## config.mk

```make
export PLATFORM = sky130hd
export DESIGN_NAME = htable_bank
export DESIGN_NICKNAME = d
export VERILOG_FILES = /design/src/verilog/htable_pkg.sv /design/src/verilog/htable_bank.sv
export VERILOG_INCLUDE_DIRS = /design/src /design/src/verilog
export SDC_FILE = /design/constraint.sdc
export NUM_CORES = 1
export LEC_CHECK = 0
export BUFFER_PORTS_ARGS = -buffer_cell sky130_fd_sc_hd__buf_2
export CAP_MARGIN = 20
export CORE_MARGIN = 5
export CORE_UTILIZATION = 58
export CTS_CLUSTER_SIZE = 10
export DETAILED_ROUTE_END_ITERATION = 6
export GPL_ROUTABILITY_DRIVEN = 0
export PLACE_DENSITY = 0.76
export RECOVER_POWER = 100
export SETUP_SLACK_MARGIN = 0.5
export SYNTH_ARGS = -nofsm -noshare
export SYNTH_HDL_FRONTEND = slang
export SYNTH_SLANG_ARGS = --single-unit
```

## constraint.sdc

```tcl
create_clock -name clk -period 7.95 [get_ports clk]
set_input_delay 1.59 -clock clk [delete_from_list [all_inputs] [get_ports clk]]
set_output_delay 1.59 -clock clk [all_outputs]
set_load 0.03 [all_outputs]
```

## src/verilog/htable_defs.svh

```systemverilog
`ifndef HTABLE_DEFS_SVH
`define HTABLE_DEFS_SVH

// ======================================================================
// Table geometry
// ======================================================================

// Key and stored value widths
`define HTABLE_KEY_WID     32
`define HTABLE_VALUE_WID   16

// Bucket index width, 16 buckets per bank
`define HTABLE_HASH_WID    4

// Number of hash banks
`define HTABLE_NUM_TABLES  3

// ======================================================================
// Update path and statistics
// ======================================================================

// Pending updates held ahead of the insertion engine
`define HTABLE_QUEUE_DEPTH 8

`define HTABLE_CNT_WID     32

`endif
```

## src/verilog/htable_pkg.sv

```systemverilog
package htable_pkg;

`include "htable_defs.svh"

    typedef logic [`HTABLE_KEY_WID-1:0]   key_t;
    typedef logic [`HTABLE_VALUE_WID-1:0] value_t;
    typedef logic [`HTABLE_HASH_WID-1:0]  hash_t;
    typedef logic [`HTABLE_CNT_WID-1:0]   cnt_t;

    // Bucket index for bank i sits at bits [4i +: 4]
    typedef logic [`HTABLE_NUM_TABLES*`HTABLE_HASH_WID-1:0] hash_vec_t;

    typedef enum logic [1:0] {
        IDLE,
        READ,
        DECIDE
    } engine_state_t;

    // Bank i indexes with key bits 4i through 4i+3
    function automatic hash_vec_t key_hashes(input key_t key);
        hash_vec_t h;
        for (int i = 0; i < `HTABLE_NUM_TABLES; i++) begin
            h[i*`HTABLE_HASH_WID +: `HTABLE_HASH_WID] =
                key[i*`HTABLE_HASH_WID +: `HTABLE_HASH_WID];
        end
        return h;
    endfunction

endpackage

```

## src/verilog/htable_bank.sv

```systemverilog
`timescale 1ns/1ns

module htable_bank
    import htable_pkg::*;
(
    input  logic   clk,
    input  logic   rst_n,
    input  logic   wr_en,
    input  hash_t  wr_hash,
    input  key_t   wr_key,
    input  value_t wr_value,
    input  logic   wr_set,
    input  hash_t  rd_a_hash,
    output key_t   rd_a_key,
    output value_t rd_a_value,
    output logic   rd_a_valid,
    input  hash_t  rd_b_hash,
    output key_t   rd_b_key,
    output value_t rd_b_value,
    output logic   rd_b_valid
);

    localparam int BUCKETS = 1 << $bits(hash_t);

    logic [BUCKETS-1:0] valid_q;
    key_t               key_mem   [BUCKETS];
    value_t             value_mem [BUCKETS];

    // Valid bits and registered read flags
    always_ff @(posedge clk) begin
        if (!rst_n) begin
            valid_q    <= '0;
            rd_a_valid <= 1'b0;
            rd_b_valid <= 1'b0;
        end else begin
            if (wr_en) valid_q[wr_hash] <= wr_set;
            rd_a_valid <= valid_q[rd_a_hash];
            rd_b_valid <= valid_q[rd_b_hash];
        end
    end

    // Delete clears the valid bit only
    always_ff @(posedge clk) begin
        if (wr_en && wr_set) begin
            key_mem[wr_hash]   <= wr_key;
            value_mem[wr_hash] <= wr_value;
        end
        rd_a_key   <= key_mem[rd_a_hash];
        rd_a_value <= value_mem[rd_a_hash];
        rd_b_key   <= key_mem[rd_b_hash];
        rd_b_value <= value_mem[rd_b_hash];
    end

endmodule

```

==> results.json <==
{
  "outcome": "complete, but fails checks",
  "violations": "max-capacitance violations, max-slew violations",
  "end_kind": "flop",
  "drtIter0Drc": 2199,
  "wl_met3_mm": 9.13,
  "fmax_ghz": 0.173,
  "ys_types": 23,
  "cts.clk_slew.worst_paths_ps": 60,
  "vias_per_cell": 6.97,
  "hold_viol": 0,
  "path_cells": "clkbuf_1 > nand3b_1 > nor2_4 > clkbuf_1",
  "critical_path_class": "primary input to flop",
  "rsz0062_at_grt": "false",
  "cp_data_required_time_ps": 8080,
  "multi_input_area_um2": 11300,
  "p_leak_uw": 0.0131,
  "worstReg2RegStart": "value_mem[12][3]",
  "synth_area_per_cell_um2": 20.8,
  "cts_root_buf": "clkbuf_16",
  "tns_ps": 0,
  "ys.flop_type": "edfxtp_1",
  "cp_common_cell": "clkbuf_1",
  "core_um2": 63300,
  "wl_met1_mm": 32.7,
  "critical-path-max-stage-delay_ps": 3300,
  "cp_max_fo": 49,
  "yosysWarnings": 0,
  "grt_pass1_vias": 21500,
  "slew_headroom_pct": -219,
  "syn_area_um2": 37200,
  "tightest_slew_ps": 4780,
  "ys_seq_elements": 882,
  "wirelength_mm": 92.4,
  "synth_edf_count": 768,
  "rows": 92,
  "syn-instance-count": 1791,
  "reg2regPathDepth": 3,
  "pin_count": 162,
  "slowest_stage": "clkbuf_1",
  "start_util_pct": 58.8,
  "grt_pass1_wl_mm": 137,
  "antenna_found_initial": 10,
  "setup_viol": 0,
  "clockBufferDepth": 3,
  "port-buffer-count": 161,
  "finalCritPeriodShare_pct": 72.8,
  "utilization_pct": 65.5,
  "die_h_um": 263,
  "area_growth_pct": 11.5,
  "antenna_left": 0,
  "fin_crit_ps": 5790,
  "wl_met2_mm": 46.9,
  "numCtsBuffers": 99,
  "cts_tree": "built",
  "nets": 2015,
  "dp.final_hpwl_mm": 45.0,
  "drive_gt1_share_pct": 27.2,
  "postCtsSetupBuffers": 0,
  "start_kind": "primary input",
  "p_per_area_nw_per_um2": 244,
  "irDropWorstVdd_mv": 0.198,
  "die-area_um2": 69300,
  "crit_arrival_ps": 5920,
  "via_count": 20100,
  "finalClockSkew_ps": 15.3,
  "cts.htree.levels": 3,
  "rrSetupSlack_ps": 6480,
  "route.detailed.drc": 0,
  "synth_fp_nets": 1855,
  "crit_end": "key_mem[10][22]",
  "dr.pass1.iters": 5,
  "async_reset_ff_share_pct": 0,
  "clk_latency_ps": 660,
  "hold_class": "flop to flop",
  "maxCapViolCount": 19,
  "top_layer_used": "met5",
  "fillers": 4120,
  "gr-total-overflow": 0,
  "ys_seq_area_share_pct": 68.1,
  "grt_use_total_pct": 26.7,
  "startpoint": "wr_hash[0]",
  "grt_max_degree": 117,
  "cts.sinks": 882,
  "route.detailed.wl_per_inst_um": 32.0,
  "regArea_um2": 25300,
  "die_w_um": 263,
  "cts_resized": 0,
  "cts_hold_buf": 0,
  "reg2reg_to": "rd_b_value[3]",
  "slew_viol_final": 895
}
## flip-flops by register name, indices dropped and copies added (netlist names)
| register | cells |
|---|---|
| rd_b_key | 32 |
| valid_q | 16 |
| rd_b_value | 16 |
| rd_a_key | 32 |
| rd_a_value | 16 |
| key_mem | 512 |
| value_mem | 256 |
| rd_b_valid | 1 |
| rd_a_valid | 1 |
## cell families (layout without fill, tap and decap cells)
kind of cell	count (synthesis)	after routing	synth area share, %
flip-flops	882	882	68.1
AO/OA/AOI/OAI	230	230	4.59
multiplexers	396	396	23.7
buffers and inverters	134	375	1.89
AND/OR/NAND/NOR	149	149	1.70
other	0	6	0
## worst max-delay path: cells and delay by family
family / cells / cell delay (ps)
AND/OR/NAND/NOR: 2 / 860
buffers and inverters: 2 / 3400
## how the worst min path moves through the flow
stage | startpoint | cells past startpoint | slack [ps] | to
5_1_grt | valid_q[12] | 2 | 610 | valid_q[12]
4_1_cts | valid_q[12] | 2 | 580 | valid_q[12]
3_5_place_dp | valid_q[12] | 2 | 570 | valid_q[12]
3_3_place_gp | valid_q[12] | 2 | 560 | valid_q[12]
6_report | valid_q[12] | 2 | 590 | valid_q[12]
2_1_floorplan | valid_q[12] | 2 | 540 | valid_q[12]
## where the power goes
group,switching (µW),internal (µW),leakage [µW],total (µW)
Combinational,486,292,0.00382,779
Clock,1750,2420,0.00140,4170
Sequential,51.7,5140,0.00787,5190
## per-layer routing
layer,up-vias,GRT usage (%)
met2,1167,44.7
met5,-,0
li1,8080,-
met4,6,10.5
met1,10600,34.9
met3,240,5.78
## placed cells by master (no fill, tap or decap)
| cell type | instances |
|---|---|
| inv_16 | 2 |
| buf_12 | 2 |
| or2_2 | 1 |
| nand2_1 | 103 |
| nand3_1 | 6 |
| nand2b_1 | 4 |
| and2_2 | 2 |
| o211ai_1 | 4 |
| clkbuf_8 | 2 |
| or3b_2 | 2 |
| clkbuf_16 | 103 |
| o21a_1 | 26 |
| buf_4 | 16 |
| clkbuf_2 | 3 |
| inv_6 | 1 |
| nor2b_1 | 2 |
| o22ai_1 | 2 |
| mux4_2 | 388 |
| edfxtp_1 | 768 |
| a22oi_1 | 192 |
| diode_2 | 6 |
| clkinv_4 | 1 |
| nor2_4 | 14 |
| mux2i_1 | 8 |
| buf_2 | 8 |
| o21ai_0 | 6 |
| dfxtp_1 | 114 |
| nor2b_4 | 4 |
| and2_0 | 3 |
| clkbuf_1 | 234 |
| buf_8 | 1 |
| nand3b_1 | 4 |
| clkinv_2 | 2 |
| nor2_1 | 4 |
## area by class of cell
| class | count | area share (%) |
|---|---|---|
| sequential | 882 | 61.1 |
| timing repair buffer | 193 | 2.05 |
| clock inverter | 6 | 0.163 |
| clock buffer | 176 | 6.90 |
| multi-input combinational | 775 | 27.2 |
| tap | 846 | 2.55 |
| antenna | 6 | 0.0362 |
## synthesized netlist by cell type (5+ instances only)
cell,instances,share of area (%)
a22oi_1,192,3.9
and2_1,5,0.084
buf_1,5,0.050
buf_2,34,0.46
buf_4,14,0.28
buf_6,14,0.42
clkbuf_1,67,0.68
dfxtp_1,114,6.1
edfxtp_1,768,62
mux2i_1,8,0.22
mux4_2,388,23
nand2_1,103,1.0
nand3_1,6,0.081
nor2_1,18,0.18
nor2b_1,6,0.10
o21a_1,26,0.52
o21ai_0,6,0.081
## stage by stage
| step | hold WS, ps | setup slack (ps) | cell area (µm²) | std cells | power [µW] |
|---|---|---|---|---|---|
| after floorplan | 542 | 3190 | 37200 | 1791 | 5800 |
| after global placement | 558 | 3640 | 38800 | 2696 | 6050 |
| after detailed placement | 570 | 3610 | 38800 | 2696 | 6070 |
| after CTS | 583 | 4290 | 41800 | 2878 | 10200 |
| after global routing | 613 | 2060 | 41500 | 2882 | 10500 |
| final | 591 | 2160 | 41500 | 2884 | 10100 |
Note: power is estimated with default switching activity, not from simulation.
