## config.mk

```make
export PLATFORM = sky130hd
export DESIGN_NAME = htable_lookup
export DESIGN_NICKNAME = d
export VERILOG_FILES = /design/src/verilog/htable_pkg.sv /design/src/verilog/htable_lookup.sv
export VERILOG_INCLUDE_DIRS = /design/src /design/src/verilog
export SDC_FILE = /design/constraint.sdc
export NUM_CORES = 1
export LEC_CHECK = 0
export ABC_AREA = 1
export BUFFER_PORTS_ARGS = -buffer_cell sky130_fd_sc_hd__buf_4
export CORE_MARGIN = 3
export CORE_UTILIZATION = 46
export DETAILED_ROUTE_END_ITERATION = 10
export GPL_TIMING_DRIVEN = 1
export PLACE_DENSITY = 0.82
export SYNTH_ARGS = -nofsm -noshare
export SYNTH_HDL_FRONTEND = slang
export SYNTH_SLANG_ARGS = --single-unit
```

## constraint.sdc

```tcl
create_clock -name clk -period 1.9 [get_ports clk]
set_input_delay 0.38 -clock clk [delete_from_list [all_inputs] [get_ports clk]]
set_output_delay 0.38 -clock clk [all_outputs]
set_load 0.01 [all_outputs]
```

## src/verilog/htable_defs.svh

```systemverilog
`ifndef HTABLE_DEFS_SVH
`define HTABLE_DEFS_SVH

// ======================================================================
// Table geometry
// ======================================================================

// Key and stored value widths
`define HTABLE_KEY_WID     32
`define HTABLE_VALUE_WID   16

// Bucket index width, 16 buckets per bank
`define HTABLE_HASH_WID    4

// Number of hash banks
`define HTABLE_NUM_TABLES  3

// ======================================================================
// Update path and statistics
// ======================================================================

// Pending updates held ahead of the insertion engine
`define HTABLE_QUEUE_DEPTH 8

`define HTABLE_CNT_WID     32

`endif
```

## src/verilog/htable_pkg.sv

```systemverilog
package htable_pkg;

`include "htable_defs.svh"

    typedef logic [`HTABLE_KEY_WID-1:0]   key_t;
    typedef logic [`HTABLE_VALUE_WID-1:0] value_t;
    typedef logic [`HTABLE_HASH_WID-1:0]  hash_t;
    typedef logic [`HTABLE_CNT_WID-1:0]   cnt_t;

    // Bucket index for bank i sits at bits [4i +: 4]
    typedef logic [`HTABLE_NUM_TABLES*`HTABLE_HASH_WID-1:0] hash_vec_t;

    typedef enum logic [1:0] {
        IDLE,
        READ,
        DECIDE
    } engine_state_t;

    // Bank i indexes with key bits 4i through 4i+3
    function automatic hash_vec_t key_hashes(input key_t key);
        hash_vec_t h;
        for (int i = 0; i < `HTABLE_NUM_TABLES; i++) begin
            h[i*`HTABLE_HASH_WID +: `HTABLE_HASH_WID] =
                key[i*`HTABLE_HASH_WID +: `HTABLE_HASH_WID];
        end
        return h;
    endfunction

endpackage

```

## src/verilog/htable_lookup.sv

```systemverilog
`timescale 1ns/1ns

`include "htable_defs.svh"

module htable_lookup
    import htable_pkg::*;
(
    input  logic      clk,
    input  logic      rst_n,
    input  logic      query_valid,
    input  key_t      query_key,
    output key_t      search_key,
    input  logic      search_hit,
    input  logic      search_insert,
    input  value_t    search_value,
    output hash_vec_t rd_hash,
    input  key_t      bank_key   [`HTABLE_NUM_TABLES],
    input  value_t    bank_value [`HTABLE_NUM_TABLES],
    input  logic      bank_valid [`HTABLE_NUM_TABLES],
    output logic      result_valid,
    output logic      result_found,
    output value_t    result_value
);

    logic   valid_s1;
    key_t   key_s1;
    logic   hit_s1;
    logic   insert_s1;
    value_t value_s1;
    logic   bank_found;
    value_t bank_val;

    // Stage one, queue search and bank read address
    assign search_key = query_key;
    assign rd_hash    = key_hashes(query_key);

    always_ff @(posedge clk) begin
        if (!rst_n) begin
            valid_s1     <= 1'b0;
            result_valid <= 1'b0;
        end else begin
            valid_s1     <= query_valid;
            result_valid <= valid_s1;
        end
    end

    always_ff @(posedge clk) begin
        key_s1    <= query_key;
        hit_s1    <= search_hit;
        insert_s1 <= search_insert;
        value_s1  <= search_value;
    end

    // Stage two, lowest-numbered matching bank supplies the value
    always_comb begin
        bank_found = 1'b0;
        bank_val   = '0;
        for (int i = `HTABLE_NUM_TABLES - 1; i >= 0; i--) begin
            if (bank_valid[i] && (bank_key[i] == key_s1)) begin
                bank_found = 1'b1;
                bank_val   = bank_value[i];
            end
        end
    end

    // A pending update overrides whatever the banks hold
    always_ff @(posedge clk) begin
        if (hit_s1) begin
            result_found <= insert_s1;
            result_value <= insert_s1 ? value_s1 : '0;
        end else begin
            result_found <= bank_found;
            result_value <= bank_val;
        end
    end

endmodule

```

==> summary by stage <==
Placement
Before CTS, the worst setup slack after placement is 0.02152 ns. The count of placed standard cells including taps is 1,158. The number of I/O port buffers is 261. The final weighted congestion of routability-driven global placement is 1.010. The HPWL after detailed placement is 16,480 µm.

Clock tree
The level count of the clock H-tree is 3. Clock-pin slew was measured on the worst setup and hold paths at 0.08 ns. The cell sitting at the root of the clock tree is a sky130_fd_sc_hd__clkbuf_8.

The clock reaches the later pin of the worst-skew pair after 0.37 ns. The number of buffers on the longest clock path is 2. The sink count of the clock tree is 69. The TritonCTS clock tree is built.

The number of buffers inserted during clock tree synthesis is 9.

Power and ir drop
The total power density per cell area is 575.1 mW/mm². In this run the static leakage power is 0.004093 µW. Across the VDD grid, the largest voltage drop is 0.5336 mV.

Synth
The area fraction of the dominant cell type after synthesis is 28.89%. In the post-synthesis netlist, the biggest area contributors are sky130_fd_sc_hd__dfxtp_1, sky130_fd_sc_hd__nand2_1, sky130_fd_sc_hd__inv_1. Among all flip-flop cells after synthesis, the most frequent one is sky130_fd_sc_hd__dfxtp_1. The average instance in the mapped netlist occupies 5.969 µm². Counting every net in the synthesized netlist gives 1,001.

The post-synthesis cell area is 0.004781 mm². The count of warnings emitted by yosys is 0. Synthesis handed over a netlist of 801 instances.

The number of enable-type register cells in the synthesized netlist is 0. Among all cell types in the netlist, the one instantiated most often is sky130_fd_sc_hd__nand2_1. The synthesis-stage register bit count is 69. Sorting the synthesized cells by how often they occur yields sky130_fd_sc_hd__nand2_1, sky130_fd_sc_hd__inv_1, sky130_fd_sc_hd__nor2_1. The share of the Yosys chip area taken by registers is 28.89%. The cell accounting for the most synthesized area is sky130_fd_sc_hd__dfxtp_1. The proportion of register bits with asynchronous set or reset after synthesis is 0%.

The count of cell types in the netlist is 30.

Global route
The via count of the first global-routing pass is 5,468. Entering global routing, the biggest net connects 33 pins. The initial antenna violation count came to 0. In the global route stage, overall resource usage came out at 32.35%.

The first global-routing pass estimated 28,300 µm of wire. After global routing the overflow that remains totals 0.

Worst setup path
The critical path goes through inv_2, nand2_1, nand4_1, nor2_1, nand3b_1, nor2_4, clkbuf_16, nand2_1, nand2_1, inv_2, nand2_1, nand2_1. The data arrival time of the critical path is 2.10 ns. The worst setup path is launched from a flop. The type of the setup path with the least slack is flop to flop. The cell with the biggest individual delay on the critical path is sky130_fd_sc_hd__dfxtp_1. The highest cell delay on the worst timing path is 0.45 ns. The maximum fanout count along the critical path is 8.

Data on the critical path is required at its endpoint by 2.16 ns. The worst setup path is captured at a flop. Among the stages of the critical path, the cell type that occurs most often is sky130_fd_sc_hd__nand2_1.

Layout
Of the cells placed in the final design, the portion with a size suffix greater than 1 is 38.01%. The net count of the finished layout is 1,242. The antenna diode count is 0. The finished layout holds 1,180 standard cells, fillers aside. The growth of design area from synthesis to finish is 48.29%.

Floorplan
The die span in y is 107.9 µm. The starting utilization of the core area is 48.03%. The chip width is 107.9 µm. The count of boundary I/O pins is 262. The floorplan step defined a die boundary enclosing 0.01165 mm². The core box area is 0.009955 mm². The floorplan has 36 rows.

Timing
The number of slew-limit violations in the final report is 0. In this run the tightest slew margin relative to its limit is 61.89%. Across the routed clock network, the largest skew measured is 0.009045 ns. The smallest clock period supported by the final layout is computed as 1.842 ns. Setup violations remaining at the end of the flow were counted as 0. The setup slack of the critical path after layout is 0.05810 ns. At the pin with the least slew margin, the transition time is 0.5710 ns. The share of the cycle needed by the critical path after routing is 96.94%.

Timing would allow up to 0.5429 GHz. The number of endpoints with negative hold slack in the final report is 0.

Route
After detailed routing, the number of vias per cell comes to 4.910. Dividing the detail-routed wire length by the instance count gives 16.77 µm. The wire length reported by the detailed router is 19,790 µm. The number of iterations in the first detailed-routing pass is 5.

The number of design rule violations left after detail routing is 0. For this block, the initial DRC count from the detailed router was 412. The routed layout has 5,794 vias. Once detail routing completed, the nets flagged for antenna violations numbered 0.

Run
The tool flagged a number of max-cap violations equal to 0.

Hold path
The min-delay analysis places its worst path in the category input port to flop.

Outcome
The run finished with clean final reports.
[critical path: cells and delay by family, from the launching register on]
family,cells,cell delay [ns]
DFF,1,0.45
and+or+nand+nor,9,0.95
buffers and inverters,3,0.33
[cell type report]
class	instances	area, µm²
multi-input combinational	546	2574
inverter	134	505.5
fill	865	2865
tap	133	166.4
timing repair buffer	282	2190
sequential	69	1430
clock buffer	10	137.6
clock inverter	6	86.33
[per-stage QoR]
step / hold WS, ns / total power [µW] / cell area, µm² / setup TNS, ns / utilization (%)
finish: 0.1102 / 4077 / 7089 / 0 / 71.22
global route: 0.1002 / 4247 / 7089 / -0.08889 / 71.22
CTS: 0.1028 / 4047 / 6885 / 0 / 69.17
detailed placement: 0.4063 / 2666 / 6661 / 0 / 66.92
global placement: 0.3951 / 2659 / 6661 / 0 / 66.92
floorplan: 0.3856 / 2085 / 4781 / 0 / -
[repair_timing]
action / CTS / global route
hold endpoints to repair: 0 / 0
gates resized for setup: 0 / 53
endpoints found under the setup margin: 0 / 16
hold buffers: 0 / 0
setup buffers: 0 / 4
[path summary, 6_finish.rpt]
path | end | slack [ns] | start | cells after the start
setup / recovery | result_value[6] | 0.06 | key_s1[15] | 12
hold / removal | hit_s1 | 0.11 | search_hit | 1
setup reg to reg | result_value[6] | 0.06 | key_s1[15] | 12
hold reg to reg | result_valid | 0.41 | valid_s1 | 2
[layout by cell type (no fill, tap or decap), types with 2 or more instances in the layout]
cell	netlist	layout
sky130_fd_sc_hd__buf_4	47	277
sky130_fd_sc_hd__inv_1	99	98
sky130_fd_sc_hd__xnor2_1	18	15
sky130_fd_sc_hd__a21oi_1	17	17
sky130_fd_sc_hd__nor2_2	3	10
sky130_fd_sc_hd__clkinv_2	0	2
sky130_fd_sc_hd__clkbuf_8	0	10
sky130_fd_sc_hd__inv_2	32	33
sky130_fd_sc_hd__clkbuf_16	0	2
sky130_fd_sc_hd__nand3b_1	3	3
sky130_fd_sc_hd__or2_2	5	5
sky130_fd_sc_hd__dfxtp_4	0	8
sky130_fd_sc_hd__clkinv_1	2	2
sky130_fd_sc_hd__xor2_1	10	10
sky130_fd_sc_hd__nor3_1	9	9
sky130_fd_sc_hd__nor2_4	2	3
sky130_fd_sc_hd__nand2_2	1	6
sky130_fd_sc_hd__bufinv_16	0	2
sky130_fd_sc_hd__dfxtp_1	69	46
sky130_fd_sc_hd__nand2_1	327	322
sky130_fd_sc_hd__nand3_2	11	14
sky130_fd_sc_hd__buf_12	0	3
sky130_fd_sc_hd__o21ai_1	3	4
sky130_fd_sc_hd__nor2_1	72	64
sky130_fd_sc_hd__dfxtp_2	0	15
sky130_fd_sc_hd__nand4_1	22	22
sky130_fd_sc_hd__nand3_1	24	21
sky130_fd_sc_hd__o21ai_0	9	8
sky130_fd_sc_hd__xnor2_2	0	3
sky130_fd_sc_hd__nor3b_1	6	6
[metal layers]
metal | global-route usage (%) | wire length (µm) | vias up
met5 | 0 | 0 | -
met4 | 12.44 | 631 | 0
met3 | 8.955 | 1920 | 45
met2 | 53.11 | 9368 | 297
met1 | 40.35 | 7871 | 2606
li1 | - | - | 2846
[logic make-up (layout without fill, tap and decap cells)]
group / Yosys count / after routing / synth area share, %
xor+xnor: 28 / 28 / 5.129
flops: 69 / 69 / 28.89
simple gates: 488 / 488 / 43.94
buf+inv: 186 / 432 / 18.84
compound gates: 30 / 30 / 3.193
[registers in the layout, indices dropped and copies added, names as in the netlist]
name          flops
result_value     16
key_s1           32
hit_s1            1
insert_s1         1
valid_s1          1
result_valid      1
result_found      1
value_s1         16
[power breakdown]
| group | internal [µW] | total, µW | switching, µW |
|---|---|---|---|
| clock network | 772 | 1400 | 623 |
| registers | 1520 | 1580 | 65.1 |
| logic | 550 | 1100 | 548 |
No activity file was read; power rests on OpenSTA's default activity.
