==> config.mk <==
export PLATFORM = sky130hd
export DESIGN_NAME = htable_insert_engine_flat
export DESIGN_NICKNAME = d
export VERILOG_FILES = /design/src/verilog/htable_pkg.sv /design/src/verilog/htable_upd_if.sv /design/src/verilog/htable_insert_engine.sv /design/src/flat_wrapper.sv
export VERILOG_INCLUDE_DIRS = /design/src /design/src/verilog
export SDC_FILE = /design/constraint.sdc
export NUM_CORES = 1
export LEC_CHECK = 0
export ABC_CLOCK_PERIOD_IN_PS = 5900
export BUFFER_PORTS_ARGS = -buffer_cell sky130_fd_sc_hd__buf_2
export CAP_MARGIN = 25
export CORE_ASPECT_RATIO = 0.75
export CORE_MARGIN = 10
export CORE_UTILIZATION = 28
export DETAILED_ROUTE_END_ITERATION = 8
export HOLD_SLACK_MARGIN = 0.06
export SLEW_MARGIN = 20
export SYNTH_ARGS = -nofsm -noshare
export SYNTH_HDL_FRONTEND = slang
export SYNTH_SLANG_ARGS = --single-unit
==> constraint.sdc <==
create_clock -name clk -period 5.9 [get_ports clk]
set_clock_uncertainty 0.2 [all_clocks]
set_input_delay 0.885 -clock clk [delete_from_list [all_inputs] [get_ports clk]]
set_output_delay 0.885 -clock clk [all_outputs]
set_load 0.03 [all_outputs]
==> src/verilog/htable_defs.svh <==
`ifndef HTABLE_DEFS_SVH
`define HTABLE_DEFS_SVH

// ======================================================================
// Table geometry
// ======================================================================

// Key and stored value widths
`define HTABLE_KEY_WID     32
`define HTABLE_VALUE_WID   16

// Bucket index width, 16 buckets per bank
`define HTABLE_HASH_WID    4

// Number of hash banks
`define HTABLE_NUM_TABLES  3

// ======================================================================
// Update path and statistics
// ======================================================================

// Pending updates held ahead of the insertion engine
`define HTABLE_QUEUE_DEPTH 8

`define HTABLE_CNT_WID     32

`endif
==> src/verilog/htable_pkg.sv <==
package htable_pkg;

`include "htable_defs.svh"

    typedef logic [`HTABLE_KEY_WID-1:0]   key_t;
    typedef logic [`HTABLE_VALUE_WID-1:0] value_t;
    typedef logic [`HTABLE_HASH_WID-1:0]  hash_t;
    typedef logic [`HTABLE_CNT_WID-1:0]   cnt_t;

    // Bucket index for bank i sits at bits [4i +: 4]
    typedef logic [`HTABLE_NUM_TABLES*`HTABLE_HASH_WID-1:0] hash_vec_t;

    typedef enum logic [1:0] {
        IDLE,
        READ,
        DECIDE
    } engine_state_t;

    // Bank i indexes with key bits 4i through 4i+3
    function automatic hash_vec_t key_hashes(input key_t key);
        hash_vec_t h;
        for (int i = 0; i < `HTABLE_NUM_TABLES; i++) begin
            h[i*`HTABLE_HASH_WID +: `HTABLE_HASH_WID] =
                key[i*`HTABLE_HASH_WID +: `HTABLE_HASH_WID];
        end
        return h;
    endfunction

endpackage

==> src/verilog/htable_upd_if.sv <==
`timescale 1ns/1ns

// One hashed update, valid/ready handshake
interface htable_upd_if
    import htable_pkg::*;
();

    logic      valid;
    logic      ready;
    key_t      key;
    value_t    value;
    // 1 for insert, 0 for delete
    logic      insert;
    hash_vec_t hashes;

    modport source (
        output valid,
        output key,
        output value,
        output insert,
        output hashes,
        input  ready
    );

    modport sink (
        input  valid,
        input  key,
        input  value,
        input  insert,
        input  hashes,
        output ready
    );

endinterface

==> src/verilog/htable_insert_engine.sv <==
`timescale 1ns/1ns

`include "htable_defs.svh"

module htable_insert_engine
    import htable_pkg::*;
(
    input  logic      clk,
    input  logic      rst_n,
    htable_upd_if.sink in,
    output hash_vec_t rd_hash,
    input  key_t      bank_key   [`HTABLE_NUM_TABLES],
    input  value_t    bank_value [`HTABLE_NUM_TABLES],
    input  logic      bank_valid [`HTABLE_NUM_TABLES],
    output logic [`HTABLE_NUM_TABLES-1:0] wr_en,
    output hash_t     wr_hash,
    output key_t      wr_key,
    output value_t    wr_value,
    output logic      wr_set,
    output cnt_t      cnt_insert_ok,
    output cnt_t      cnt_insert_fail,
    output cnt_t      cnt_delete_ok,
    output cnt_t      cnt_delete_fail,
    output cnt_t      cnt_active
);

    localparam int NUM     = `HTABLE_NUM_TABLES;
    localparam int SEL_WID = $clog2(NUM);

    engine_state_t      state;
    logic [NUM-1:0]     match;
    logic [NUM-1:0]     free;
    logic               hit;
    logic               has_free;
    logic [SEL_WID-1:0] sel;
    logic               decide;

    // Head stays in the queue until DECIDE, so its fields are used directly
    assign rd_hash  = in.hashes;
    assign decide   = (state == DECIDE);
    assign in.ready = decide;

    // ==================================================================
    // Bucket selection
    // ==================================================================
    always_comb begin
        for (int i = 0; i < NUM; i++) begin
            match[i] = bank_valid[i] && (bank_key[i] == in.key);
            free[i]  = !bank_valid[i];
        end
        hit      = |match;
        has_free = |free;
        // Lowest-numbered matching bank, else lowest free one
        sel = '0;
        for (int i = NUM - 1; i >= 0; i--) begin
            if (hit ? match[i] : free[i]) sel = SEL_WID'(i);
        end
    end

    // A delete only ever touches a bucket holding its key
    assign wr_en    = (decide && (hit || (in.insert && has_free))) ? (NUM'(1) << sel) : '0;
    assign wr_hash  = in.hashes[sel*`HTABLE_HASH_WID +: `HTABLE_HASH_WID];
    assign wr_key   = in.key;
    assign wr_value = in.value;
    assign wr_set   = in.insert;

    // IDLE takes the head, READ waits on the bank read, DECIDE applies it
    always_ff @(posedge clk) begin
        if (!rst_n) begin
            state <= IDLE;
        end else begin
            case (state)
                IDLE:    if (in.valid) state <= READ;
                READ:    state <= DECIDE;
                default: state <= IDLE;
            endcase
        end
    end

    // ==================================================================
    // Statistics
    // ==================================================================
    always_ff @(posedge clk) begin
        if (!rst_n) begin
            cnt_insert_ok   <= '0;
            cnt_insert_fail <= '0;
            cnt_delete_ok   <= '0;
            cnt_delete_fail <= '0;
            cnt_active      <= '0;
        end else if (decide) begin
            if (in.insert) begin
                if (hit || has_free) cnt_insert_ok <= cnt_insert_ok + 1'b1;
                else cnt_insert_fail <= cnt_insert_fail + 1'b1;
                // Re-insert of a present key leaves active unchanged
                if (!hit && has_free) cnt_active <= cnt_active + 1'b1;
            end else if (hit) begin
                cnt_delete_ok <= cnt_delete_ok + 1'b1;
                cnt_active    <= cnt_active - 1'b1;
            end else begin
                cnt_delete_fail <= cnt_delete_fail + 1'b1;
            end
        end
    end

endmodule

==> src/flat_wrapper.sv <==
// flat-port wrapper written by rule: the top's interface ports become plain ports
module htable_insert_engine_flat import htable_pkg::*;
  (clk, rst_n, rd_hash, bank_key, bank_value, bank_valid, wr_en, wr_hash, wr_key, wr_value, wr_set, cnt_insert_ok, cnt_insert_fail, cnt_delete_ok, cnt_delete_fail, cnt_active, in_valid, in_key, in_value, in_insert, in_hashes, in_ready);
  htable_upd_if in_i ();
  input  logic clk;
  input  logic rst_n;
  output hash_vec_t rd_hash;
  input  key_t bank_key[`HTABLE_NUM_TABLES];
  input  value_t bank_value[`HTABLE_NUM_TABLES];
  input  logic bank_valid[`HTABLE_NUM_TABLES];
  output logic [`HTABLE_NUM_TABLES-1:0] wr_en;
  output hash_t wr_hash;
  output key_t wr_key;
  output value_t wr_value;
  output logic wr_set;
  output cnt_t cnt_insert_ok;
  output cnt_t cnt_insert_fail;
  output cnt_t cnt_delete_ok;
  output cnt_t cnt_delete_fail;
  output cnt_t cnt_active;
  input wire logic [$bits(in_i.valid)-1:0] in_valid;
  input wire logic [$bits(in_i.key)-1:0] in_key;
  input wire logic [$bits(in_i.value)-1:0] in_value;
  input wire logic [$bits(in_i.insert)-1:0] in_insert;
  input wire logic [$bits(in_i.hashes)-1:0] in_hashes;
  output wire logic [$bits(in_i.ready)-1:0] in_ready;
  assign in_i.valid = in_valid;
  assign in_i.key = in_key;
  assign in_i.value = in_value;
  assign in_i.insert = in_insert;
  assign in_i.hashes = in_hashes;
  assign in_ready = in_i.ready;
  htable_insert_engine u_core (.clk(clk), .rst_n(rst_n), .in(in_i), .rd_hash(rd_hash), .bank_key(bank_key), .bank_value(bank_value), .bank_valid(bank_valid), .wr_en(wr_en), .wr_hash(wr_hash), .wr_key(wr_key), .wr_value(wr_value), .wr_set(wr_set), .cnt_insert_ok(cnt_insert_ok), .cnt_insert_fail(cnt_insert_fail), .cnt_delete_ok(cnt_delete_ok), .cnt_delete_fail(cnt_delete_fail), .cnt_active(cnt_active));
endmodule
==> results.py <==
metrics = {
    "job": {
        "maxCapViolCount": 0,
    },
    "clock_network": {
        "cts_hold_buf": 0,
        "cts_buffers": 17,
        "cts.clk_slew.worst_paths_ns": 0.06,
        "clockBufferDepth": 2,
        "cts_resized": 0,
        "cts_tree": "built",
        "htreeDepth": 4,
        "clk-insertion-delay-late_ns": 0.46,
        "cts_num_sinks": 162,
        "cts_root_buffer": "clkbuf_16",
        "postCtsSetupRepairBufs": 0,
    },
    "timing": {
        "maxSlewViolCount": 0,
        "setup_viol": 0,
        "fin_crit_ns": 5.136,
        "fmax_mhz": 194.7,
        "finalHoldViolCount": 0,
        "finalCritPeriodShare_pct": 87.05,
        "tightest_slew_ns": 0.9564,
        "rsz0062_at_grt": "false",
        "final.setup.tns_ns": 0,
        "slew_headroom_pct": 35.65,
    },
    "critical_path": {
        "cp_data_required_time_ns": 4.82,
        "endpoint_kind": "output pin",
        "cp_slowest_cell": "or4_1",
        "critPathArrivalTime_ns": 4.05,
        "r2r_slack_ns": 2.66,
        "crit_chain": "buf_2 -> xor2_1 -> nor4_1 -> nand4_1 -> or4_1 -> nand3b_1 -> nand2_1 -> nand2_1 -> mux2_2 -> mux2_2 -> buf_2",
        "path_delay_family": "simple AND/OR/NAND/NOR gates",
        "cp_slowest_stage_delay_ns": 0.77,
        "crit_type": "input port to output pin",
        "worst-path-max-fanout": 8,
        "crit_path_start_kind": "input port",
        "cp.buffers_inverters": 2,
    },
    "logic_synthesis": {
        "avgSynthCellArea_um2": 8.168,
        "synth_ff_type": "dfxtp_1",
        "synthArstFlopShare_pct": 0,
        "synth_seq_area_share_pct": 32.07,
        "yosysUniqueCellTypes": 56,
        "synth_edf_count": 0,
        "synthesis.nets": 1484,
        "synth_area_um2": 10110,
        "synthesis.instances": 1238,
        "synth_warnings": 0,
        "synth_seq_cells": 162,
    },
    "power": {
        "ir_worst_vdd_v": 0.0002032,
        "power_frac_seq_pct": 41.2,
        "switching_share_pct": 27.43,
        "pwr-share-comb_pct": 13.3,
        "power.leakage_nw": 5.746,
        "power_switching_mw": 0.7345,
        "power_density_nw_per_um2": 212.2,
        "p_clk_share_pct": 45.5,
        "internal_power_mw": 1.943,
    },
    "grt": {
        "gr-usage-all-layers_pct": 17.13,
        "grt_max_degree": 55,
        "grt_pass1_vias": 9619,
        "antenna_found_initial": 2,
        "grt_pass1_wl_um": 58130,
        "grt-ovfl-total": 0,
    },
    "placement": {
        "dp_cells": 1975,
        "finalWeightedCongestion": 1.005,
        "placed_cell_area_um2": 11970,
        "portBuffers": 359,
        "place_hpwl_um": 31080,
    },
    "floorplan": {
        "dieArea_um2": 44200,
        "rows": 60,
        "die_h_um": 184.6,
        "core-area_um2": 35730,
        "start_util_pct": 28.30,
        "die_w_um": 239.4,
        "ioPinCount": 440,
    },
    "final_layout": {
        "syn2layout_area_growth_pct": 24.78,
        "regArea_um2": 3243,
        "final_common_cell": "buf_2",
        "final_area_um2": 12620,
        "finalNetCount": 1776,
        "multi_input_area_um2": 6167,
        "drive_gt1_share_pct": 27.24,
        "final_cell_mix": "buf_2 (359), dfxtp_1 (162), nand2_1 (131)",
        "stdcell_count": 2008,
        "final_core_utilization_pct": 35.31,
        "num-fill-cells": 3764,
    },
    "status": {
        "status": "finished, final reports clean",
    },
    "route": {
        "postRouteAntennaNets": 0,
        "wl_um": 38430,
        "drc": 0,
        "drtIter0Drc": 613,
        "via_per_inst": 4.866,
        "vias": 9770,
        "wl_per_cell_um": 19.14,
        "dr.pass1.iters": 5,
    },
    "worst_hold_path": {
        "hold_class": "flip-flop to flip-flop",
    },
}
## synthesized netlist by cell type (34+ instances only)
| cell | count | area share [%] |
|---|---|---|
| dfxtp_1 | 162 | 32 |
| nand3_1 | 61 | 3.0 |
| xor2_1 | 113 | 9.8 |
| nand4_1 | 37 | 2.3 |
| buf_4 | 62 | 4.6 |
| ha_1 | 34 | 4.2 |
| a21oi_1 | 63 | 3.1 |
| o21ai_0 | 34 | 1.7 |
| xnor2_1 | 92 | 8.0 |
| and3_1 | 34 | 2.1 |
| nand2_1 | 131 | 4.9 |
| nor2_1 | 120 | 4.5 |
## metal layers
metal  vias to the layer above  routed length, um  part of all wire (%)  track usage, %
met4                         0                498                   1.3           3.609
met5                         -                  0                     0               0
li1                       4831                  -                     -               -
met2                       284              16210                    42           25.20
met1                      4624              18750                    49           23.49
met3                        31               2963                   7.7           5.999
## flip-flops by register name, summed over array words and instances, names as in the netlist
| register | count |
|---|---|
| u_core.cnt_active | 32 |
| u_core.cnt_delete_fail | 32 |
| u_core.cnt_delete_ok | 32 |
| u_core.cnt_insert_fail | 32 |
| u_core.cnt_insert_ok | 32 |
| u_core.state | 2 |
## path summary, 6_finish.rpt
kind | start | to | cells past startpoint
max | in_key[16] | wr_hash[1] | 11
min | u_core.state[0] | u_core.state[0] | 1
max reg2reg | u_core.cnt_active[1] | u_core.cnt_active[23] | 10
min reg2reg | u_core.state[0] | u_core.state[0] | 1
## cell families (layout without fill, tap and decap cells)
kind of cell	Yosys count	count (layout)	synth area share (%)
multiplexers	26	26	2.673
AND/OR/NAND/NOR	512	512	25.28
other	0	1	0
buffers and inverters	124	428	6.978
flip-flops	162	162	32.07
adder cells (fa/ha/maj)	35	35	4.405
XOR/XNOR	205	205	17.76
AO/OA/AOI/OAI	174	174	10.84
## power by group through the flow
stage / Combinational [mW] / Clock [mW] / Sequential, mW
after floorplan: 0.230 / 0 / 1.14
after global placement: 0.348 / 0 / 1.13
after detailed placement: 0.350 / 0 / 1.13
after CTS: 0.352 / 1.26 / 1.10
after global routing: 0.384 / 1.30 / 1.10
final: 0.356 / 1.22 / 1.10
## area by class of cell
cell class | instances | area share, %
multi-input combinational | 952 | 48.87
sequential | 162 | 25.70
timing repair buffer | 371 | 15.01
tap | 465 | 4.611
clock buffer | 18 | 3.401
clock inverter | 13 | 1.587
inverter | 26 | 0.7933
antenna | 1 | 0.01983
## worst reg2reg max path: cells and delay by family (launching register included)
kind	cells	cell delay, ns
and+or+nand+nor	2	0.47
DFF	1	0.39
adders and majority gates	1	0.27
AOI/OAI and AO/OA	7	1.85
## per-stage QoR
step	worst slack, ns	hold WS [ns]	total power [mW]
5_1_grt	0.7130	0.2631	2.787
4_1_cts	0.8487	0.2294	2.714
2_1_floorplan	1.788	0.2035	1.365
3_5_place_dp	0.8611	0.2213	1.478
3_3_place_gp	0.8627	0.2160	1.476
6_report	0.7639	0.2320	2.677
(Power assumes the default switching activity.)
