File: config.mk
export PLATFORM = sky130hd
export DESIGN_NAME = htable_hash_stage_flat
export DESIGN_NICKNAME = d
export VERILOG_FILES = /design/src/verilog/htable_pkg.sv /design/src/verilog/htable_upd_if.sv /design/src/verilog/htable_hash_stage.sv /design/src/flat_wrapper.sv
export VERILOG_INCLUDE_DIRS = /design/src /design/src/verilog
export SDC_FILE = /design/constraint.sdc
export NUM_CORES = 1
export LEC_CHECK = 0
export BUFFER_PORTS_ARGS = -buffer_cell sky130_fd_sc_hd__buf_2
export CAP_MARGIN = 25
export CORE_MARGIN = 2
export CORE_UTILIZATION = 40
export DETAILED_ROUTE_END_ITERATION = 8
export PLACE_DENSITY = 0.8
export SKIP_CTS_REPAIR_TIMING = 1
export SLEW_MARGIN = 10
export SYNTH_ARGS = -nofsm -noshare
export SYNTH_HDL_FRONTEND = slang
export SYNTH_SLANG_ARGS = --single-unit
File: constraint.sdc
create_clock -name clk -period 3.5 [get_ports clk]
set_clock_uncertainty 0.1 [all_clocks]
set_input_delay 0 -clock clk [delete_from_list [all_inputs] [get_ports clk]]
set_output_delay 0 -clock clk [all_outputs]
set_load 0.01 [all_outputs]
File: src/verilog/htable_defs.svh
`ifndef HTABLE_DEFS_SVH
`define HTABLE_DEFS_SVH

// ======================================================================
// Table geometry
// ======================================================================

// Key and stored value widths
`define HTABLE_KEY_WID     32
`define HTABLE_VALUE_WID   16

// Bucket index width, 16 buckets per bank
`define HTABLE_HASH_WID    4

// Number of hash banks
`define HTABLE_NUM_TABLES  3

// ======================================================================
// Update path and statistics
// ======================================================================

// Pending updates held ahead of the insertion engine
`define HTABLE_QUEUE_DEPTH 8

`define HTABLE_CNT_WID     32

`endif
File: src/verilog/htable_pkg.sv
package htable_pkg;

`include "htable_defs.svh"

    typedef logic [`HTABLE_KEY_WID-1:0]   key_t;
    typedef logic [`HTABLE_VALUE_WID-1:0] value_t;
    typedef logic [`HTABLE_HASH_WID-1:0]  hash_t;
    typedef logic [`HTABLE_CNT_WID-1:0]   cnt_t;

    // Bucket index for bank i sits at bits [4i +: 4]
    typedef logic [`HTABLE_NUM_TABLES*`HTABLE_HASH_WID-1:0] hash_vec_t;

    typedef enum logic [1:0] {
        IDLE,
        READ,
        DECIDE
    } engine_state_t;

    // Bank i indexes with key bits 4i through 4i+3
    function automatic hash_vec_t key_hashes(input key_t key);
        hash_vec_t h;
        for (int i = 0; i < `HTABLE_NUM_TABLES; i++) begin
            h[i*`HTABLE_HASH_WID +: `HTABLE_HASH_WID] =
                key[i*`HTABLE_HASH_WID +: `HTABLE_HASH_WID];
        end
        return h;
    endfunction

endpackage

File: src/verilog/htable_upd_if.sv
`timescale 1ns/1ns

// One hashed update, valid/ready handshake
interface htable_upd_if
    import htable_pkg::*;
();

    logic      valid;
    logic      ready;
    key_t      key;
    value_t    value;
    // 1 for insert, 0 for delete
    logic      insert;
    hash_vec_t hashes;

    modport source (
        output valid,
        output key,
        output value,
        output insert,
        output hashes,
        input  ready
    );

    modport sink (
        input  valid,
        input  key,
        input  value,
        input  insert,
        input  hashes,
        output ready
    );

endinterface

File: src/verilog/htable_hash_stage.sv
`timescale 1ns/1ns

module htable_hash_stage
    import htable_pkg::*;
(
    input  logic   clk,
    input  logic   rst_n,
    input  logic   upd_valid,
    input  key_t   upd_key,
    input  value_t upd_value,
    input  logic   upd_insert,
    output logic   upd_ready,
    htable_upd_if.source out,
    output cnt_t   cnt_update
);

    logic      run;
    logic      full;
    logic      accept;
    key_t      key_q;
    value_t    value_q;
    logic      insert_q;
    hash_vec_t hashes_q;

    // Single holding register, drained in the same cycle it refills
    assign upd_ready = run && (!full || out.ready);
    assign accept    = upd_valid && upd_ready;

    always_ff @(posedge clk) begin
        if (!rst_n) begin
            run        <= 1'b0;
            full       <= 1'b0;
            cnt_update <= '0;
        end else begin
            // Ready stays low until the first cycle out of reset
            run <= 1'b1;
            if (accept) begin
                full       <= 1'b1;
                cnt_update <= cnt_update + 1'b1;
            end else if (out.ready) begin
                full <= 1'b0;
            end
        end
    end

    always_ff @(posedge clk) begin
        if (accept) begin
            key_q    <= upd_key;
            value_q  <= upd_value;
            insert_q <= upd_insert;
            hashes_q <= key_hashes(upd_key);
        end
    end

    assign out.valid  = full;
    assign out.key    = key_q;
    assign out.value  = value_q;
    assign out.insert = insert_q;
    assign out.hashes = hashes_q;

endmodule

File: src/flat_wrapper.sv
// flat-port wrapper written by rule: the top's interface ports become plain ports
module htable_hash_stage_flat import htable_pkg::*;
  (clk, rst_n, upd_valid, upd_key, upd_value, upd_insert, upd_ready, cnt_update, out_valid, out_key, out_value, out_insert, out_hashes, out_ready);
  htable_upd_if out_i ();
  input  logic clk;
  input  logic rst_n;
  input  logic upd_valid;
  input  key_t upd_key;
  input  value_t upd_value;
  input  logic upd_insert;
  output logic upd_ready;
  output cnt_t cnt_update;
  output wire logic [$bits(out_i.valid)-1:0] out_valid;
  output wire logic [$bits(out_i.key)-1:0] out_key;
  output wire logic [$bits(out_i.value)-1:0] out_value;
  output wire logic [$bits(out_i.insert)-1:0] out_insert;
  output wire logic [$bits(out_i.hashes)-1:0] out_hashes;
  input wire logic [$bits(out_i.ready)-1:0] out_ready;
  assign out_valid = out_i.valid;
  assign out_key = out_i.key;
  assign out_value = out_i.value;
  assign out_insert = out_i.insert;
  assign out_hashes = out_i.hashes;
  assign out_i.ready = out_ready;
  htable_hash_stage u_core (.clk(clk), .rst_n(rst_n), .upd_valid(upd_valid), .upd_key(upd_key), .upd_value(upd_value), .upd_insert(upd_insert), .upd_ready(upd_ready), .out(out_i), .cnt_update(cnt_update));
endmodule
==> qor.csv, run 1 <==
stage,metric,value,unit
power,Pint,1440,µW
synthesis,post-synthesis sequential area ratio,0.689,
global_route,largest net degree at the start of global routing,38,
synthesis,ys async rst share,0,
power,net switching power,457,µW
synthesis,synth top area cells,"edfxtp_1 (47%), dfxtp_1 (22%), xnor2_1 (3.1%)",
power,PD cells,412,mW/mm²
die,Die Width,92.4,µm
clocking,clock transition at the registers of the reported paths,90,ps
die,total core area,0.00765,mm²
routing,Iteration-0 DRC Markers,76,
die,site row count,32,
synthesis,Yosys top cell by area,edfxtp_1,
global_route,vias in the first global route,2212,
critical_path,slowest cell delay on critical path,470,ps
synthesis,Synth Instances,240,
cells_and_area,"commonest cells after routing, fill and taps aside","buf_2 (147), dlygate4sd3_1 (51), edfxtp_1 (49)",
global_route,Overall Global Routing Usage,0.169,
critical_path,"delay-heaviest family, CP",simple AND/OR/NAND/NOR gates,
sta,Max-slew headroom,0.372,
placement,PortBufs,147,
synthesis,Mean Syn Cell Area,13.0,µm²
global_route,initial antenna violation count,1,
critical_path,WS Path Type,flip-flop to flip-flop,
synthesis,ys flop type,edfxtp_1,
cells_and_area,share of post-route cells with drive strength above 1,0.401,
clocking,clk sink count,83,
cells_and_area,"commonest non-fill, non-tap cell in the layout",buf_2,
cells_and_area,final non-filler cell total,544,
synthesis,Syn Nets,294,
cells_and_area,# fillers,625,
synthesis,Yosys top cell area share,0.471,
die,Initial Util,0.409,
synthesis,Ys Warns,0,
critical_path,crit path max fanout,10,
routing,# DRC,0,
routing,Vias/cell,4.72,
power,Gate power share,0.082,
critical_path,worst path bufs/invs,0,
sta,final hold violations,0,
routing,DR WL/cell,15.7,µm
clocking,H-tree depth,3,
cells_and_area,Reg area,0.00215,mm²
power,Clk pwr share,0.351,
global_route,first-pass GRT wire length,11100,µm
placement,GP Congestion,0.741,
sta,Peak Freq,450,MHz
outcome,status,"complete, no violations",
synthesis,library cells used by synthesis,33,
placement,Post-Place Cells,476,
clocking,CTS tree,built,
hold_path,class of the worst hold path,primary input to flip-flop,
die,DIE AREA,0.00854,mm²
sta,Worst-Margin Slew,940,ps
power,sequential group share of total power,0.567,
routing,DR vias,2569,
placement,Setup WS pre-CTS,1330,ps
sta,Setup TNS Final,0,ps
sta,Final Critical Period,2220,ps
die,Ports,148,
die,Die Y,92.4,µm
synthesis,synthesized cell area,0.00313,mm²
critical_path,crit-path cells,ha_1 -> nand2_1 -> nor3_2 -> nand4_2 -> or3_1 -> a21oi_1,
power,maximum vdd ir drop,0.260,mV
sta,"crit path setup slack, layout",1280,ps
critical_path,WP data required,3660,ps
cells_and_area,nets@finish,490,
clocking,clk_lat worst skew,350,ps
critical_path,crit end category,flip-flop,
critical_path,crit path launch type,flip-flop,
clocking,clk root buf,clkbuf_8,
synthesis,"EDFF count, synth",49,
routing,final wirelength,8510,µm
clocking,Num CTS Buffers,9,
cells_and_area,Synth-to-Final Area Change,47.5,%
clocking,clk buf depth,2,
global_route,gr ovfl total,0,
flow_run,maxcap violations,0,
power,Switching Fraction,0.241,
sta,max-slew violation count,0,
sta,final period utilization,0.635,
sta,RSZ-0062 raised after global routing,no,
critical_path,worst path arrival time,2380,ps
routing,DRT antenna net count,0,
routing,drt first pass iters,4,
critical_path,slowest cell on the critical path,nor3_2,
power,Leak,0.00193,µW
synthesis,post-synthesis register bit count,83,
placement,DP HPWL,5580,µm
cells_and_area,area of the multi-input gates,842,µm²
sta,final setup fails,0,
area by class of cell:
cell class	instances	area share
inverter	8	0.00651
multi-input combinational	134	0.183
timing repair buffer	200	0.274
clock buffer	10	0.0299
tap	102	0.0277
clock inverter	6	0.0125
sequential	83	0.467
antenna	1	0.000543
registers in the layout (all words and copies together) (netlist names):
| signal | cells |
|---|---|
| u_core.out.insert | 1 |
| u_core.out.key | 21 |
| u_core.out.value | 16 |
| u_core.out.hashes | 11 |
| u_core.run | 1 |
| u_core.cnt_update | 32 |
| u_core.out.valid | 1 |
through the flow:
stage	area, µm²	power [µW]	hold slack, ps	util
floorplan	3130	1140	-72.3	-
global placement	3900	1200	76.7	0.510
detailed placement	3900	1200	78.4	0.510
CTS	4100	1850	-292	0.536
global route	4610	1970	157	0.603
finish	4610	1900	105	0.603
power by group through the flow:
stage          clock (µW)  combinational, µW  sequential [µW]
2_1_floorplan           0               30.5             1110
3_3_place_gp            0                103             1100
3_5_place_dp            0                106             1100
4_1_cts               671                106             1080
5_1_grt               723                166             1080
6_report              668                155             1080
final timing paths:
kind	startpoint	to	slack, ps	cells past startpoint
worst min register to register	u_core.cnt_update[31]$_SDFFE_PN0P_	u_core.cnt_update[31]$_SDFFE_PN0P_	410	2
worst max-delay path	u_core.cnt_update[0]$_SDFFE_PN0P_	u_core.cnt_update[22]$_SDFFE_PN0P_	1280	6
worst min-delay path	upd_valid	u_core.cnt_update[1]$_SDFFE_PN0P_	100	4
worst max register to register	u_core.cnt_update[0]$_SDFFE_PN0P_	u_core.cnt_update[22]$_SDFFE_PN0P_	1280	6
per-layer routing:
metal / global-route usage / wire length [µm] / vias to the layer above
met5: 0 / 0 / -
li1: - / - / 1240
met4: 0.0634 / 151 / 0
met3: 0.0399 / 528 / 13
met2: 0.312 / 4550 / 110
met1: 0.189 / 3280 / 1206
worst register-to-register path, cell delays in order, from the launching register on:
cell	delay, ps
dfxtp_1	440
ha_1	210
nand2_1	70
nor3_2	470
nand4_2	330
or3_1	390
a21oi_1	140
synth_stat cells (7+ instances only):
cell / number
xnor2_1: 11
a21oi_1: 12
edfxtp_1: 49
nand2_1: 14
nor2_1: 20
dfxtp_1: 34
nand4_1: 7
nand3_1: 12
xor2_1: 8
buf_4: 12
or3_1: 10
inv_1: 7
o21ai_0: 11
cell families after synthesis:
kind of cell | Yosys count | share of synthesized area
flip-flops | 83 | 0.689
AO/OA/AOI/OAI | 27 | 0.0464
adder cells (fa/ha/maj) | 1 | 0.00400
XOR/XNOR | 19 | 0.0532
buffers and inverters | 23 | 0.0444
AND/OR/NAND/NOR | 87 | 0.163
Power figures use the tool's default switching activity.
==> inputs of run 2 (changes only) <==
==> constraint.sdc (replaced) <==
create_clock -name clk -period 1.8 [get_ports clk]
set_clock_uncertainty 0.1 [all_clocks]
set_input_delay 0 -clock clk [delete_from_list [all_inputs] [get_ports clk]]
set_output_delay 0 -clock clk [all_outputs]
set_load 0.01 [all_outputs]
==> qor.csv, run 2 (synthesized netlist as in run 1, its figures left out) <==
stage,metric,value,unit
critical_path,crit end category,flip-flop,
global_route,first-pass GRT wire length,11000,µm
sta,final setup fails,2,
power,Clk pwr share,0.354,
die,Die Width,92.4,µm
flow_run,maxcap violations,0,
sta,RSZ-0062 raised after global routing,yes,
cells_and_area,nets@finish,528,
clocking,clock transition at the registers of the reported paths,90,ps
placement,GP Congestion,0.806,
global_route,initial antenna violation count,0,
outcome,status,"finished, violations left",
power,maximum vdd ir drop,0.408,mV
power,Gate power share,0.083,
clocking,clk_lat worst skew,340,ps
critical_path,reg2reg path depth,6,
critical_path,crit path launch type,flip-flop,
sta,Hold WS,46.6,ps
hold_path,Hold EP,u_core.cnt_update[1]$_SDFFE_PN0P_,
die,Die Y,92.4,µm
sta,Final Critical Period,1850,ps
critical_path,crit path max fanout,4,
critical_path,Worst R2R Start,u_core.cnt_update[6]$_SDFFE_PN0P_,
global_route,Overall Global Routing Usage,0.164,
hold_path,hold path depth,4,
die,site row count,32,
power,Switching Fraction,0.220,
outcome,failing checks,negative setup slack,
global_route,gr ovfl total,0,
clocking,H-tree depth,3,
clocking,clk sink count,83,
clocking,clk root buf,clkbuf_8,
placement,DP HPWL,5420,µm
critical_path,worst path arrival time,2020,ps
hold_path,class of the worst hold path,primary input to flip-flop,
routing,DR WL/cell,14.7,µm
routing,DR vias,2784,
sta,final period utilization,1.03,
clocking,clk buf depth,2,
sta,Peak Freq,542,MHz
clocking,CTS tree,built,
sta,Max-slew headroom,0.715,
routing,Vias/cell,4.79,
critical_path,internal reg-to-reg setup slack,-50,ps
cells_and_area,n_diodes,0,
die,total core area,0.00765,mm²
sta,final hold violations,0,
global_route,vias in the first global route,2349,
placement,PortBufs,147,
clocking,Num CTS Buffers,9,
power,net switching power,818,µW
sta,max-slew violation count,0,
critical_path,WP data required,1970,ps
sta,"crit path setup slack, layout",-46.5,ps
critical_path,RR Endpoint,u_core.cnt_update[18]$_SDFFE_PN0P_,
cells_and_area,"commonest cells after routing, fill and taps aside","buf_2 (147), dlygate4sd3_1 (50), edfxtp_1 (49)",
die,DIE AREA,0.00854,mm²
global_route,largest net degree at the start of global routing,51,
power,sequential group share of total power,0.563,
routing,drt first pass iters,4,
routing,DRT antenna net count,0,
hold_path,Worst Min Path Start,upd_valid,
cells_and_area,"Most flops, register",u_core.cnt_update,
power,Pint,2900,µW
cells_and_area,share of post-route cells with drive strength above 1,0.478,
critical_path,WS Path Type,flip-flop to flip-flop,
sta,Worst-Margin Slew,425,ps
die,Initial Util,0.409,
die,Ports,148,
power,PD cells,739,mW/mm²
sta,Setup TNS Final,-56.9,ps
routing,final wirelength,8540,µm
cells_and_area,Synth-to-Final Area Change,60.8,%
cells_and_area,Largest register FFs,32,
routing,Iteration-0 DRC Markers,81,
cells_and_area,"commonest non-fill, non-tap cell in the layout",buf_2,
routing,# DRC,0,
power,Leak,0.00217,µW
-- run 2: cell types whose count changed in the layout (fill, tap and decap cells not counted), sizes merged --
cell and change:
buf +37, clkinv -3, clkinvlp +3, nand4 +2
bufinv +1, diode -1, dlygate4sd3 -1, inv -1
-- run 2: power by group through the flow --
| stage | sequential [µW] | clock (µW) | combinational (µW) |
|---|---|---|---|
| floorplan | 2160 | 0 | 62.1 |
| global placement | 2130 | 0 | 213 |
| detailed placement | 2130 | 0 | 218 |
| CTS | 2090 | 1360 | 219 |
| global route | 2090 | 1450 | 332 |
| finish | 2090 | 1320 | 308 |
-- run 2: critical path, stage by stage (launching register included) --
cell	delay, ps
dfxtp_2	360
nand4_4	130
nor4_4	340
buf_4	190
nand3_4	90
or4_4	430
a21oi_2	140
-- run 2: cell type report --
cell class	count	area, µm²
Clock buffer	10	128
Clock inverter	6	72.6
Fill cell	583	2620
Inverter	8	30.0
Multi-Input combinational cell	136	947
Sequential cell	83	2160
Tap cell	102	128
Timing Repair Buffer	236	1560
-- run 2: how the worst max path moves through the flow --
| stage | startpoint | depth (start not counted) | to | slack (ps) |
|---|---|---|---|---|
| CTS | u_core.cnt_update[7]$_SDFFE_PN0P_ | 6 | u_core.cnt_update[18]$_SDFFE_PN0P_ | -70 |
| floorplan | u_core.out.valid$_SDFFE_PN0P_ | 5 | u_core.cnt_update[2]$_SDFFE_PN0P_ | -50 |
| finish | u_core.cnt_update[6]$_SDFFE_PN0P_ | 6 | u_core.cnt_update[18]$_SDFFE_PN0P_ | -50 |
| global route | u_core.cnt_update[3]$_SDFFE_PN0P_ | 6 | u_core.cnt_update[18]$_SDFFE_PN0P_ | -130 |
| global placement | u_core.cnt_update[7]$_SDFFE_PN0P_ | 6 | u_core.cnt_update[18]$_SDFFE_PN0P_ | 50 |
| detailed placement | u_core.cnt_update[7]$_SDFFE_PN0P_ | 6 | u_core.cnt_update[18]$_SDFFE_PN0P_ | -60 |
-- run 2: metal layers --
layer	global-route usage	share of wire	vias up
li1	-	-	1320
met1	0.187	0.38	1340
met2	0.302	0.56	114
met3	0.0407	0.054	10
met4	0.0498	0.011	0
met5	0	0	-
-- run 2: per-stage QoR --
stage	cell area [µm²]	std cells	total power, µW	utilization	setup slack (ps)
after floorplan	3150	240	2220	-	-53.8
after global placement	4110	499	2340	0.537	48.7
after detailed placement	4110	499	2350	0.537	-64.6
after CTS	4310	515	3670	0.563	-71.8
after global routing	5020	581	3870	0.657	-128
final	5020	581	3710	0.657	-46.5
